--- config.mk ---
export PLATFORM = sky130hd
export DESIGN_NAME = pedal_top
export DESIGN_NICKNAME = d
export VERILOG_FILES = /design/src/hw/pedal_pkg.sv /design/src/hw/audio_level.sv /design/src/hw/ctrl_merge.sv /design/src/hw/panel_buttons.sv /design/src/hw/pedal_top.sv /design/src/hw/volume_knob.sv
export SDC_FILE = /design/constraint.sdc
export NUM_CORES = 1
export LEC_CHECK = 0
export BUFFER_PORTS_ARGS = -buffer_cell sky130_fd_sc_hd__clkbuf_2
export CAP_MARGIN = 10
export CORE_ASPECT_RATIO = 1.4
export CORE_MARGIN = 3
export CORE_UTILIZATION = 57
export CTS_CLUSTER_SIZE = 24
export DETAILED_ROUTE_END_ITERATION = 12
export GPL_ROUTABILITY_DRIVEN = 0
export PLACE_DENSITY = 0.77
export SLEW_MARGIN = 20
export SYNTH_ARGS = -nofsm -noshare
export SYNTH_HDL_FRONTEND = slang
export SYNTH_SLANG_ARGS = --single-unit
--- constraint.sdc ---
create_clock -name clk -period 15.92 [get_ports clk]
set_input_delay 3.184 -clock clk [delete_from_list [all_inputs] [get_ports clk]]
set_output_delay 3.184 -clock clk [all_outputs]
set_load 0.03 [all_outputs]
--- src/hw/pedal_pkg.sv ---
package pedal_pkg;

   // button debounce
   localparam int DEBOUNCE_CYCLES = 5000;                 // cycles a change must hold
   localparam int DB_CNT_W = $clog2(DEBOUNCE_CYCLES);     // 13 bits for 5000
   localparam logic [DB_CNT_W-1:0] DB_LAST = DB_CNT_W'(DEBOUNCE_CYCLES - 1); // terminal count

   // audio levels, signed sample units
   localparam logic signed [15:0] NG_THRESHOLD = 16'sd256;  // gate when |x| below this
   localparam logic signed [15:0] CLIP_LEVEL = 16'sd8192;   // hard clip limit, +/-

   // knob
   localparam logic [3:0] VOL_MAX = 4'd15;                 // top of volume range

   // toggled and held panel modes
   typedef struct packed {
      logic mute;        // toggled by button 1
      logic effect;      // toggled by button 2
      logic noise_gate;  // toggled by button 3
      logic ptt;         // level of button 0
   } btn_modes_t;

   // registered pedal control word
   typedef struct packed {
      logic [3:0] volume;  // 0..VOL_MAX
      logic mute;
      logic effect;
      logic noise_gate;
      logic ptt;
   } ctrl_word_t;

   // audio_level handshake states
   typedef enum logic [1:0] {
      IDLE     = 2'd0,  // waiting for in_req
      HOLD_IN  = 2'd1,  // in_ack high, result computed
      SEND     = 2'd2,  // out_req high until out_ack
      WAIT_REL = 2'd3   // waiting for out_ack to drop
   } level_state_t;

endpackage

--- src/hw/audio_level.sv ---
`timescale 1ns/1ps

module audio_level
   import pedal_pkg::*;
(
   input  logic               clk,
   input  logic               rst,
   input  ctrl_word_t         ctrl,        // live control word
   input  logic               in_req,
   input  logic signed [15:0] in_sample,
   output logic               in_ack,
   output logic               out_req,
   input  logic               out_ack,
   output logic signed [15:0] out_sample
);

   level_state_t       state;
   logic               take;      // accept a new sample this cycle
   logic signed [15:0] smp_q;     // captured sample
   ctrl_word_t         ctrl_q;    // control word captured with it
   logic signed [15:0] gated;
   logic signed [15:0] clipped;
   logic signed [15:0] muted;
   logic signed [20:0] prod;      // sample times volume
   logic signed [15:0] result;

   assign take = (state == IDLE) && in_req && !out_ack;

   always_ff @(posedge clk or posedge rst) begin
      if (rst) begin
         state <= IDLE;
      end else begin
         case (state)
            IDLE:     if (take) state <= HOLD_IN;
            HOLD_IN:  if (!in_req) state <= SEND;      // source released
            SEND:     if (out_ack) state <= WAIT_REL;  // sink took it
            WAIT_REL: if (!out_ack) state <= IDLE;     // sink released
            default:  state <= IDLE;
         endcase
      end
   end

   assign in_ack  = (state == HOLD_IN);
   assign out_req = (state == SEND);

   // sample and ctrl snapshot
   always_ff @(posedge clk) begin
      if (take) begin
         smp_q  <= in_sample;
         ctrl_q <= ctrl;
      end
   end

   always_comb begin
      // noise gate, |x| < threshold
      if (ctrl_q.noise_gate && (smp_q > -NG_THRESHOLD) && (smp_q < NG_THRESHOLD)) begin
         gated = '0;
      end else begin
         gated = smp_q;
      end
      clipped = gated;
      if (ctrl_q.effect) begin
         if (gated > CLIP_LEVEL) begin
            clipped = CLIP_LEVEL;
         end else if (gated < -CLIP_LEVEL) begin
            clipped = -CLIP_LEVEL;
         end
      end
      muted  = (ctrl_q.mute && !ctrl_q.ptt) ? '0 : clipped;  // ptt overrides mute
      prod   = muted * $signed({1'b0, ctrl_q.volume});
      result = prod[19:4];  // >>> 4, |result| stays below 2^15
   end

   // result held from HOLD_IN through the output handshake
   always_ff @(posedge clk or posedge rst) begin
      if (rst) begin
         out_sample <= '0;
      end else if (state == HOLD_IN) begin
         out_sample <= result;
      end
   end

endmodule

--- src/hw/ctrl_merge.sv ---
`timescale 1ns/1ps

module ctrl_merge
   import pedal_pkg::*;
(
   input  logic       clk,
   input  logic       rst,
   input  btn_modes_t modes,   // from panel_buttons
   input  logic [3:0] volume,  // from volume_knob
   output ctrl_word_t ctrl     // registered snapshot for audio stage and status
);

   ctrl_word_t ctrl_next;  // combined panel state

   always_comb begin
      ctrl_next.volume     = volume;
      ctrl_next.mute       = modes.mute;
      ctrl_next.effect     = modes.effect;
      ctrl_next.noise_gate = modes.noise_gate;
      ctrl_next.ptt        = modes.ptt;
   end

   // single register so both consumers see the same word
   always_ff @(posedge clk or posedge rst) begin
      if (rst) begin
         ctrl <= '0;
      end else begin
         ctrl <= ctrl_next;
      end
   end

endmodule

--- src/hw/panel_buttons.sv ---
`timescale 1ns/1ps

module panel_buttons
   import pedal_pkg::*;
(
   input  logic       clk,
   input  logic       rst,
   input  logic [3:0] pbs,    // raw push-buttons, bit 0 is ptt
   output btn_modes_t modes   // toggled modes and ptt level
);

   logic [3:0] sync_0;                    // first sync stage
   logic [3:0] sync_1;                    // second sync stage
   logic [3:0][DB_CNT_W-1:0] db_cnt;      // one debounce counter per button
   logic [3:0] db_lvl;                    // debounced levels
   logic [3:0] db_dly;                    // debounced levels, one cycle later
   logic [3:0] db_prev;                   // previous level for edge detect
   logic [3:0] rise;                      // debounced rising edges

   // two-stage synchronizer
   always_ff @(posedge clk or posedge rst) begin
      if (rst) begin
         sync_0 <= '0;
         sync_1 <= '0;
      end else begin
         sync_0 <= pbs;
         sync_1 <= sync_0;
      end
   end

   // counter restarts whenever the input agrees with the debounced level,
   // so a chattering button never builds up a count
   always_ff @(posedge clk or posedge rst) begin
      if (rst) begin
         db_cnt <= '0;
         db_lvl <= '0;
      end else begin
         for (int i = 0; i < 4; i++) begin
            if (sync_1[i] == db_lvl[i]) begin
               db_cnt[i] <= '0;                 // stable, nothing pending
            end else if (db_cnt[i] == DB_LAST) begin
               db_cnt[i] <= '0;
               db_lvl[i] <= sync_1[i];          // held long enough, take it
            end else begin
               db_cnt[i] <= db_cnt[i] + 1'b1;   // still counting
            end
         end
      end
   end

   // edge detect pipeline
   always_ff @(posedge clk or posedge rst) begin
      if (rst) begin
         db_dly  <= '0;
         db_prev <= '0;
      end else begin
         db_dly  <= db_lvl;
         db_prev <= db_dly;
      end
   end

   assign rise = db_dly & ~db_prev;  // one-cycle pulse per press

   // mode register
   always_ff @(posedge clk or posedge rst) begin
      if (rst) begin
         modes <= '0;
      end else begin
         modes.ptt <= db_dly[0];                // follows button level
         if (rise[1]) begin
            modes.mute <= ~modes.mute;
         end
         if (rise[2]) begin
            modes.effect <= ~modes.effect;
         end
         if (rise[3]) begin
            modes.noise_gate <= ~modes.noise_gate;
         end
      end
   end

endmodule

--- src/hw/pedal_top.sv ---
`timescale 1ns/1ps

module pedal_top
   import pedal_pkg::*;
(
   input  logic               clk,
   input  logic               rst,
   input  logic [3:0]         pbs,         // push-buttons
   input  logic [1:0]         vol,         // volume knob
   input  logic               in_req,
   input  logic signed [15:0] in_sample,
   output logic               in_ack,
   output logic               out_req,
   input  logic               out_ack,
   output logic signed [15:0] out_sample,
   output ctrl_word_t         status       // current control word
);

   btn_modes_t modes;   // button modes to merge
   logic [3:0] volume;  // knob volume to merge

   panel_buttons i_panel_buttons (
      .clk   (clk),
      .rst   (rst),
      .pbs   (pbs),
      .modes (modes)
   );

   volume_knob i_volume_knob (
      .clk    (clk),
      .rst    (rst),
      .vol    (vol),
      .volume (volume)
   );

   ctrl_merge i_ctrl_merge (
      .clk    (clk),
      .rst    (rst),
      .modes  (modes),
      .volume (volume),
      .ctrl   (status)
   );

   audio_level i_audio_level (
      .clk        (clk),
      .rst        (rst),
      .ctrl       (status),
      .in_req     (in_req),
      .in_sample  (in_sample),
      .in_ack     (in_ack),
      .out_req    (out_req),
      .out_ack    (out_ack),
      .out_sample (out_sample)
   );

endmodule

--- src/hw/volume_knob.sv ---
`timescale 1ns/1ps

module volume_knob
   import pedal_pkg::*;
(
   input  logic       clk,
   input  logic       rst,
   input  logic [1:0] vol,     // quadrature knob phases
   output logic [3:0] volume   // saturating 0..VOL_MAX
);

   logic [1:0] sync_0;     // first sync stage
   logic [1:0] sync_1;     // second sync stage
   logic [1:0] prev_code;  // last synchronized code
   logic       cw;         // clockwise step
   logic       acw;        // anticlockwise step

   always_ff @(posedge clk or posedge rst) begin
      if (rst) begin
         sync_0    <= '0;
         sync_1    <= '0;
         prev_code <= '0;
      end else begin
         sync_0    <= vol;
         sync_1    <= sync_0;
         prev_code <= sync_1;
      end
   end

   // gray sequence 00 -> 01 -> 11 -> 10 is clockwise
   always_comb begin
      cw  = 1'b0;
      acw = 1'b0;
      case ({prev_code, sync_1})
         4'b00_01, 4'b01_11, 4'b11_10, 4'b10_00: cw  = 1'b1;
         4'b00_10, 4'b10_11, 4'b11_01, 4'b01_00: acw = 1'b1;
         default: ;  // no change or two-bit jump, ignored
      endcase
   end

   always_ff @(posedge clk or posedge rst) begin
      if (rst) begin
         volume <= '0;
      end else if (cw && (volume < VOL_MAX)) begin
         volume <= volume + 1'b1;   // step up, stop at max
      end else if (acw && (volume != '0)) begin
         volume <= volume - 1'b1;   // step down, stop at zero
      end
   end

endmodule
# Yosys cells after proc, flatten, opt, wreduce, memory -nomap -nowiden
# Cells that the tools add are included.
[word_totals]
ff_bits = 136
input_bits = 26
out_inout_bits = 26
word_cells = 118
[classes]
add_sub_neg = 6
mul = 1
n_lt_le_gt_ge = 5
n_eq_ne = 23
n_mux = 22
n_bitwise = 9
n_reduce_logical = 19
[ops]
columns = ["op", "n"]
rows = [
  ["$mux W13", 8],
  ["$mux W16", 5],
  ["$add A13 B1 Y13 const B", 4],
  ["$eq A13 B13 Y1 const B", 4],
  ["$mul A16 B5 Y20", 1],
  ["$eq A4 B4 Y1 const B", 4],
  ["$gt A16 B15 Y1 const B", 1],
  ["$gt A16 B9 Y1 const B", 1],
  ["$lt A16 B10 Y1 const B", 1],
  ["$lt A16 B14 Y1 const B", 1],
  ["$eq A4 B3 Y1 const B", 2],
  ["$mux W2", 4],
  ["$mux W4", 2],
  ["$pmux W2 S4", 1],
  ["$reduce_and A2 Y1", 4],
  ["$reduce_or A4 Y1", 2],
  ["$logic_and A1 B1 Y1", 7],
  ["$not A1 Y1", 7],
  ["$add A4 B1 Y4 const B", 1],
  ["$and A4 B4 Y4", 1],
  ["$eq A1 B1 Y1", 4],
  ["$eq A2 B2 Y1 const B", 2],
  ["$eq A4 B1 Y1 const B", 1],
  ["$eq A4 B2 Y1 const B", 1],
  ["12 further kinds", 16],
]

# Longest topological paths before layout
[logic_depth]
depth_word = 10
mapped_depth = 21
ltp_nobuf = 18

# Modules after synthesis
# From an unflattened synthesis, not the netlist that was laid out.
[unflattened]
cells_unflattened = 729
area_unflattened_um2 = 7798.7
[modules_own_cells]
columns = ["mod", "instances", "cells_per_inst", "area_per_inst_um2"]
rows = [
  ["audio_level", 1, 398, 3988.8],
  ["panel_buttons", 1, 293, 3183.1],
  ["volume_knob", 1, 29, 422.9],
  ["ctrl_merge", 1, 9, 203.9],
]

# Least setup slack after synthesis
# Ideal clock, no wire load.
[synth_timing]
path_kind = "flip-flop to flip-flop"
startpoint = "register i_audio_level.smp_q[10]"
endpoint = "register i_audio_level.out_sample[15]"
setup_time_ns = 0.120
arrival_time_ns = 5.619
required_ns = 15.800
path_slack_ns = 10.181
path_stages_with_launch = 21
n_path_buf = 2
period_less_slack_ns = 5.739
cell_sequence = "edfxtp_1 -> or4_4 -> or4_4 -> a21oi_4 -> nor2_1 -> clkbuf_1 -> clkbuf_1 -> and3_1 -> ha_1 -> fa_1 -> inv_1 -> fa_1 -> inv_1 -> ha_1 -> or2_2 -> a21o_1 -> a221oi_1 -> o2bb2ai_1 -> o2111a_2 -> or3b_1 -> o211a_1"
[synth_via]
elab_chain_len = 10
[synth_rtl]
columns = ["element", "line_no", "text"]
rows = [
  ["from (decl)", "audio_level.sv:19", "logic signed [15:0] smp_q;"],
  ["from (signal assigned)", "audio_level.sv:49", "smp_q <= in_sample;"],
  ["$gt A16 B9 Y1", "audio_level.sv:56", "if (ctrl_q.noise_gate && (smp_q > -NG_THRESHOLD) && (smp_q < NG_THRESHOLD)) begin"],
  ["$logic_and A1 B1 Y1 (2 in series)", "audio_level.sv:56", ""],
  ["$mux W16 (*)", "audio_level.sv:56", ""],
  ["$lt A16 B14 Y1", "audio_level.sv:65", "end else if (gated < -CLIP_LEVEL) begin"],
  ["$mux W16", "audio_level.sv:65", ""],
  ["$mux W16", "audio_level.sv:63", "if (gated > CLIP_LEVEL) begin"],
  ["$mux W16 (*)", "audio_level.sv:62", "if (ctrl_q.effect) begin"],
  ["$mux W16 (*)", "audio_level.sv:69", "muted = (ctrl_q.mute && !ctrl_q.ptt) ? '0 : clipped;"],
  ["$mul A16 B5 Y20 (*)", "audio_level.sv:70", "prod = muted * $signed({1'b0, ctrl_q.volume});"],
  ["to (signal assigned)", "audio_level.sv:79", "out_sample <= result;"],
  ["to (decl)", "audio_level.sv:14", "output logic signed [15:0] out_sample"],
]
# Mark *: on every way between the ends. The rest lies on a longest branch, timed or not.
# A chain may end at the register's enable or synchronous reset.

# Final worst setup path
[layout_timing]
startpoint = "register i_audio_level.smp_q[11]"
endpoint = "register i_audio_level.out_sample[15]"
# Same word-level chain as after synthesis.

==> flow_metrics.env <==
export IMPL_multi_input_area_mm2=0.00377
export IMPL_slew_headroom=0.454
export IMPL_post_cts_setup_buffers=0
export IMPL_fmax_mhz=162
export IMPL_nFillCells=937
export IMPL_netSwitchingPower_uw=438
export IMPL_cts_inserted_buffers=17
export IMPL_ctsHoldBuffers=0
export IMPL_synthArstFlopShare=0.822
export IMPL_firstDrtPassIters=5
export IMPL_hold_viol_final=0
export IMPL_slowest_stage="or4_4"
export IMPL_dieArea_mm2=0.0148
export IMPL_combPwrFrac=0.325
export IMPL_wl_mm=15.9
export IMPL_end_kind="flop"
export IMPL_rr_worst_depth=19
export IMPL_ant_nets=0
export IMPL_area_growth_pct=14.1
export IMPL_hp_start="i_panel_buttons.db_prev[0]"
export IMPL_dpl_cell_area_mm2=0.00806
export IMPL_ff2ff_setup_slack_ps=9760
export IMPL_powerDensity_mw_per_mm2=145
export IMPL_rr_startpoint="i_audio_level.smp_q[11]"
export IMPL_tritoncts="done"
export IMPL_timing_hold_ws_ps=348
export IMPL_die_width_um=104
export IMPL_min_to="i_ctrl_merge.ctrl[0]"
export IMPL_grt_pass1_vias=5888
export IMPL_setup_viol=0
export IMPL_cp_required_ps=16220
export IMPL_grt_first_pass_wirelength_mm=27.1
export IMPL_vdd_ir_drop_max_mv=0.124
export IMPL_cap_violations=0
export IMPL_antenna_found_initial=0
export IMPL_drtIter0Drc=247
export IMPL_yosysSeqAreaShare=0.459
export IMPL_fin_crit_sh=0.387
export IMPL_min_period_ps=6160
export IMPL_status="finished clean"
export IMPL_criticalPathCategory="flop to flop"
export IMPL_whs_path_depth=0
export IMPL_row_count=49
export IMPL_grt_remaining_overflow=0
export IMPL_tightest_slew_ps=819
export IMPL_arrival_ps=6460
export IMPL_wire_per_inst_um=16.5
export IMPL_slowest_delay_ps=560
export IMPL_die_h_um=143
export IMPL_vias=5454
export IMPL_clk_pin_slew_ps=60
export IMPL_skew_ps=8.87
export IMPL_via_per_inst=5.66
export IMPL_portBuffers=51
export IMPL_drive_gt1_frac=0.145
export IMPL_fin_area_mm2=0.00869
export IMPL_cts_root_buf="clkbuf_16"
export IMPL_p_leak_nw=4.21
export IMPL_ctsResizeCount=0
export IMPL_htree_levels=4
export IMPL_netlist_instances=717
export IMPL_io_pins=52
export IMPL_numClockSinks=135
export IMPL_synth_distinct_cells=55
export IMPL_antenna_cells=0
export IMPL_seq_area_mm2=0.00350
export IMPL_r2r_end="i_audio_level.out_sample[15]"
export IMPL_route_detailed_drc=0
export IMPL_synth_edf_count=24
export IMPL_seq_power_share=0.351
export IMPL_critPathMaxFanout=37
export IMPL_power_frac_clock=0.324
export IMPL_grt_start_max_net_pins=70
export IMPL_p_int_uw=818
export IMPL_synth_area_per_cell_um2=10.6
export IMPL_place_hpwl_mm=11.6
export IMPL_ys_warn_count=0
export IMPL_coreArea_mm2=0.0129
export IMPL_clock_path_buffers=2
export IMPL_hold_class="flop to flop"
export IMPL_initial_core_util=0.589
export IMPL_synth_ff_type="dfrtp_1"
export IMPL_ys_ff_latch=135
export IMPL_final_setup_tns_ps=0
export IMPL_p_sw_frac=0.349
export IMPL_synth_area_mm2=0.00762
export IMPL_final_max_slew_viol_count=0
export IMPL_nets=877
export IMPL_insertion_delay_ps=410
export IMPL_grt_usage=0.229
export IMPL_crit_chain="or4_4 > o41ai_2 > o21ai_2 > nor2_1 > buf_4 > and3_1 > ha_1 > fa_1 > inv_1 > fa_1 > inv_1 > ha_1 > a21o_1 > a21o_1 > a221oi_1 > o2bb2ai_1 > o2111a_2 > or3b_1 > o211a_1"
export IMPL_critPathLaunchType="flop"
export IMPL_rsz0062_at_grt="no"
export IMPL_syn_num_nets=821
power by group through the flow:
| stage | registers, mW | clock network (mW) | logic, mW |
|---|---|---|---|
| 6_report | 0.441 | 0.407 | 0.408 |
| 2_1_floorplan | 0.483 | 0 | 0.259 |
| 4_1_cts | 0.441 | 0.412 | 0.412 |
| 5_1_grt | 0.448 | 0.427 | 0.457 |
| 3_5_place_dp | 0.446 | 0 | 0.410 |
| 3_3_place_gp | 0.444 | 0 | 0.394 |
synth_stat cells, drive strengths merged, types with 2 or more instances:
master   instances  area, um^2
or4              5        48.8
o21ai           12        63.8
fa              32         641
nand3           32         160
a22o             2        17.5
o41ai            4        50.1
mux2i            2        20.0
a221oi           2        17.5
or3              2        12.5
nand4           13        81.3
a31oi            4        31.3
nor3            11        60.1
xor2            37         324
o2111ai          2        23.8
edfxtp          24         721
clkbuf          17        63.8
nor2            78         293
nand2           45         169
nor4b            4        35.0
or2              4        25.0
nor4             6        43.8
xnor2           27         236
mux2            10         113
a21oi           13        76.3
dfrtp          111        2780
and2             5        31.3
inv             78         293
o21bai           2        15.0
o31ai            6        45.0
o211ai           2        15.0
nand4b           4        35.0
nand2b           5        31.3
and3            54         342
ha              46         576
a21o             5        37.5
cells in the final DEF, fill, tap and decap left out, drive strengths merged, types with 3 or more instances in the layout:
master  synthesis  final
xor2           37     37
nor2           78     78
nand4b          4      4
buf             0      3
a31oi           4      4
inv            78     79
ha             46     46
clkbuf         17     74
edfxtp         24     24
nand4          13     13
o41ai           4      4
or2             4      4
nand3          32     32
mux2           10     10
a21o            5      5
o31ai           6      6
xnor2          27     27
o21ai          12     12
nor4b           4      4
nand2b          5      5
dfrtp         111    111
or4             5      5
and2            5      5
fa             32     32
and3           54     54
nor4            6      6
nand2          45     45
a21oi          13     13
clkinv          0      4
nor3           11     11
how the worst max path moves through the flow:
stage	startpoint	end	slack, ps	cells after the start
2_1_floorplan	rst	i_audio_level.out_sample[0]	9810	1
3_3_place_gp	i_audio_level.smp_q[10]	i_audio_level.out_sample[15]	9980	19
3_5_place_dp	i_audio_level.smp_q[10]	i_audio_level.out_sample[15]	9870	19
4_1_cts	i_audio_level.smp_q[11]	i_audio_level.out_sample[15]	9840	19
5_1_grt	i_audio_level.smp_q[10]	i_audio_level.out_sample[14]	9340	19
6_report	i_audio_level.smp_q[11]	i_audio_level.out_sample[15]	9760	19
layout make-up:
cell class                      instances  area share
Clock buffer                           23      0.0600
Sequential cell                       135       0.403
Clock inverter                          8      0.0124
Inverter                               78      0.0340
Multi-Input combinational cell        487       0.433
Tap cell                              178      0.0256
Timing Repair Buffer                   54      0.0320
metal layers:
metal	share of wire	vias to the layer above	global-route usage	routed length, um
li1	-	2544	-	-
met1	0.37	2700	0.233	5820
met2	0.55	148	0.437	8730
met3	0.034	62	0.0407	541
met4	0.051	0	0.136	807
met5	0	-	0	0
stage by stage:
stage	cells	util	total power [mW]	worst slack, ps
4_1_cts	963	0.672	1.27	9840
2_1_floorplan	717	-	0.742	9810
6_report	963	0.672	1.26	9760
3_5_place_dp	932	0.623	0.856	9870
3_3_place_gp	932	0.623	0.838	9980
5_1_grt	963	0.672	1.33	9340
flip-flops by register name, summed over array words and instances (netlist names):
name and flops:
i_panel_buttons.sync_0 4, i_panel_buttons.db_dly 4, i_panel_buttons.db_cnt 52, i_panel_buttons.modes 3, i_ctrl_merge.ctrl 8, i_audio_level.ctrl_q 8, i_panel_buttons.db_lvl 4, i_audio_level.out_sample 16
i_panel_buttons.db_prev 4, i_volume_knob.prev_code 2, i_volume_knob.sync_0 2, i_audio_level.smp_q 16, i_panel_buttons.sync_1 4, i_audio_level.state 2, i_volume_knob.sync_1 2, i_volume_knob.volume 4
logic make-up after synthesis:
family / count (synthesis) / synth area share
buffers and inverters: 95 / 0.0468
DFF: 135 / 0.459
and+or+nand+nor: 271 / 0.182
AOI/OAI and AO/OA: 62 / 0.0609
muxes: 12 / 0.0174
xor gates and xnor gates: 64 / 0.0736
adders and majority gates: 78 / 0.160
critical path: cells and delay by family, from the launching register on:
family | cells | cell delay (ps)
compound gates | 8 | 2090
flops | 1 | 460
fa+ha+maj | 4 | 1650
simple gates | 4 | 1380
buf+inv | 3 | 450
No activity file was read; power rests on OpenSTA's default activity.
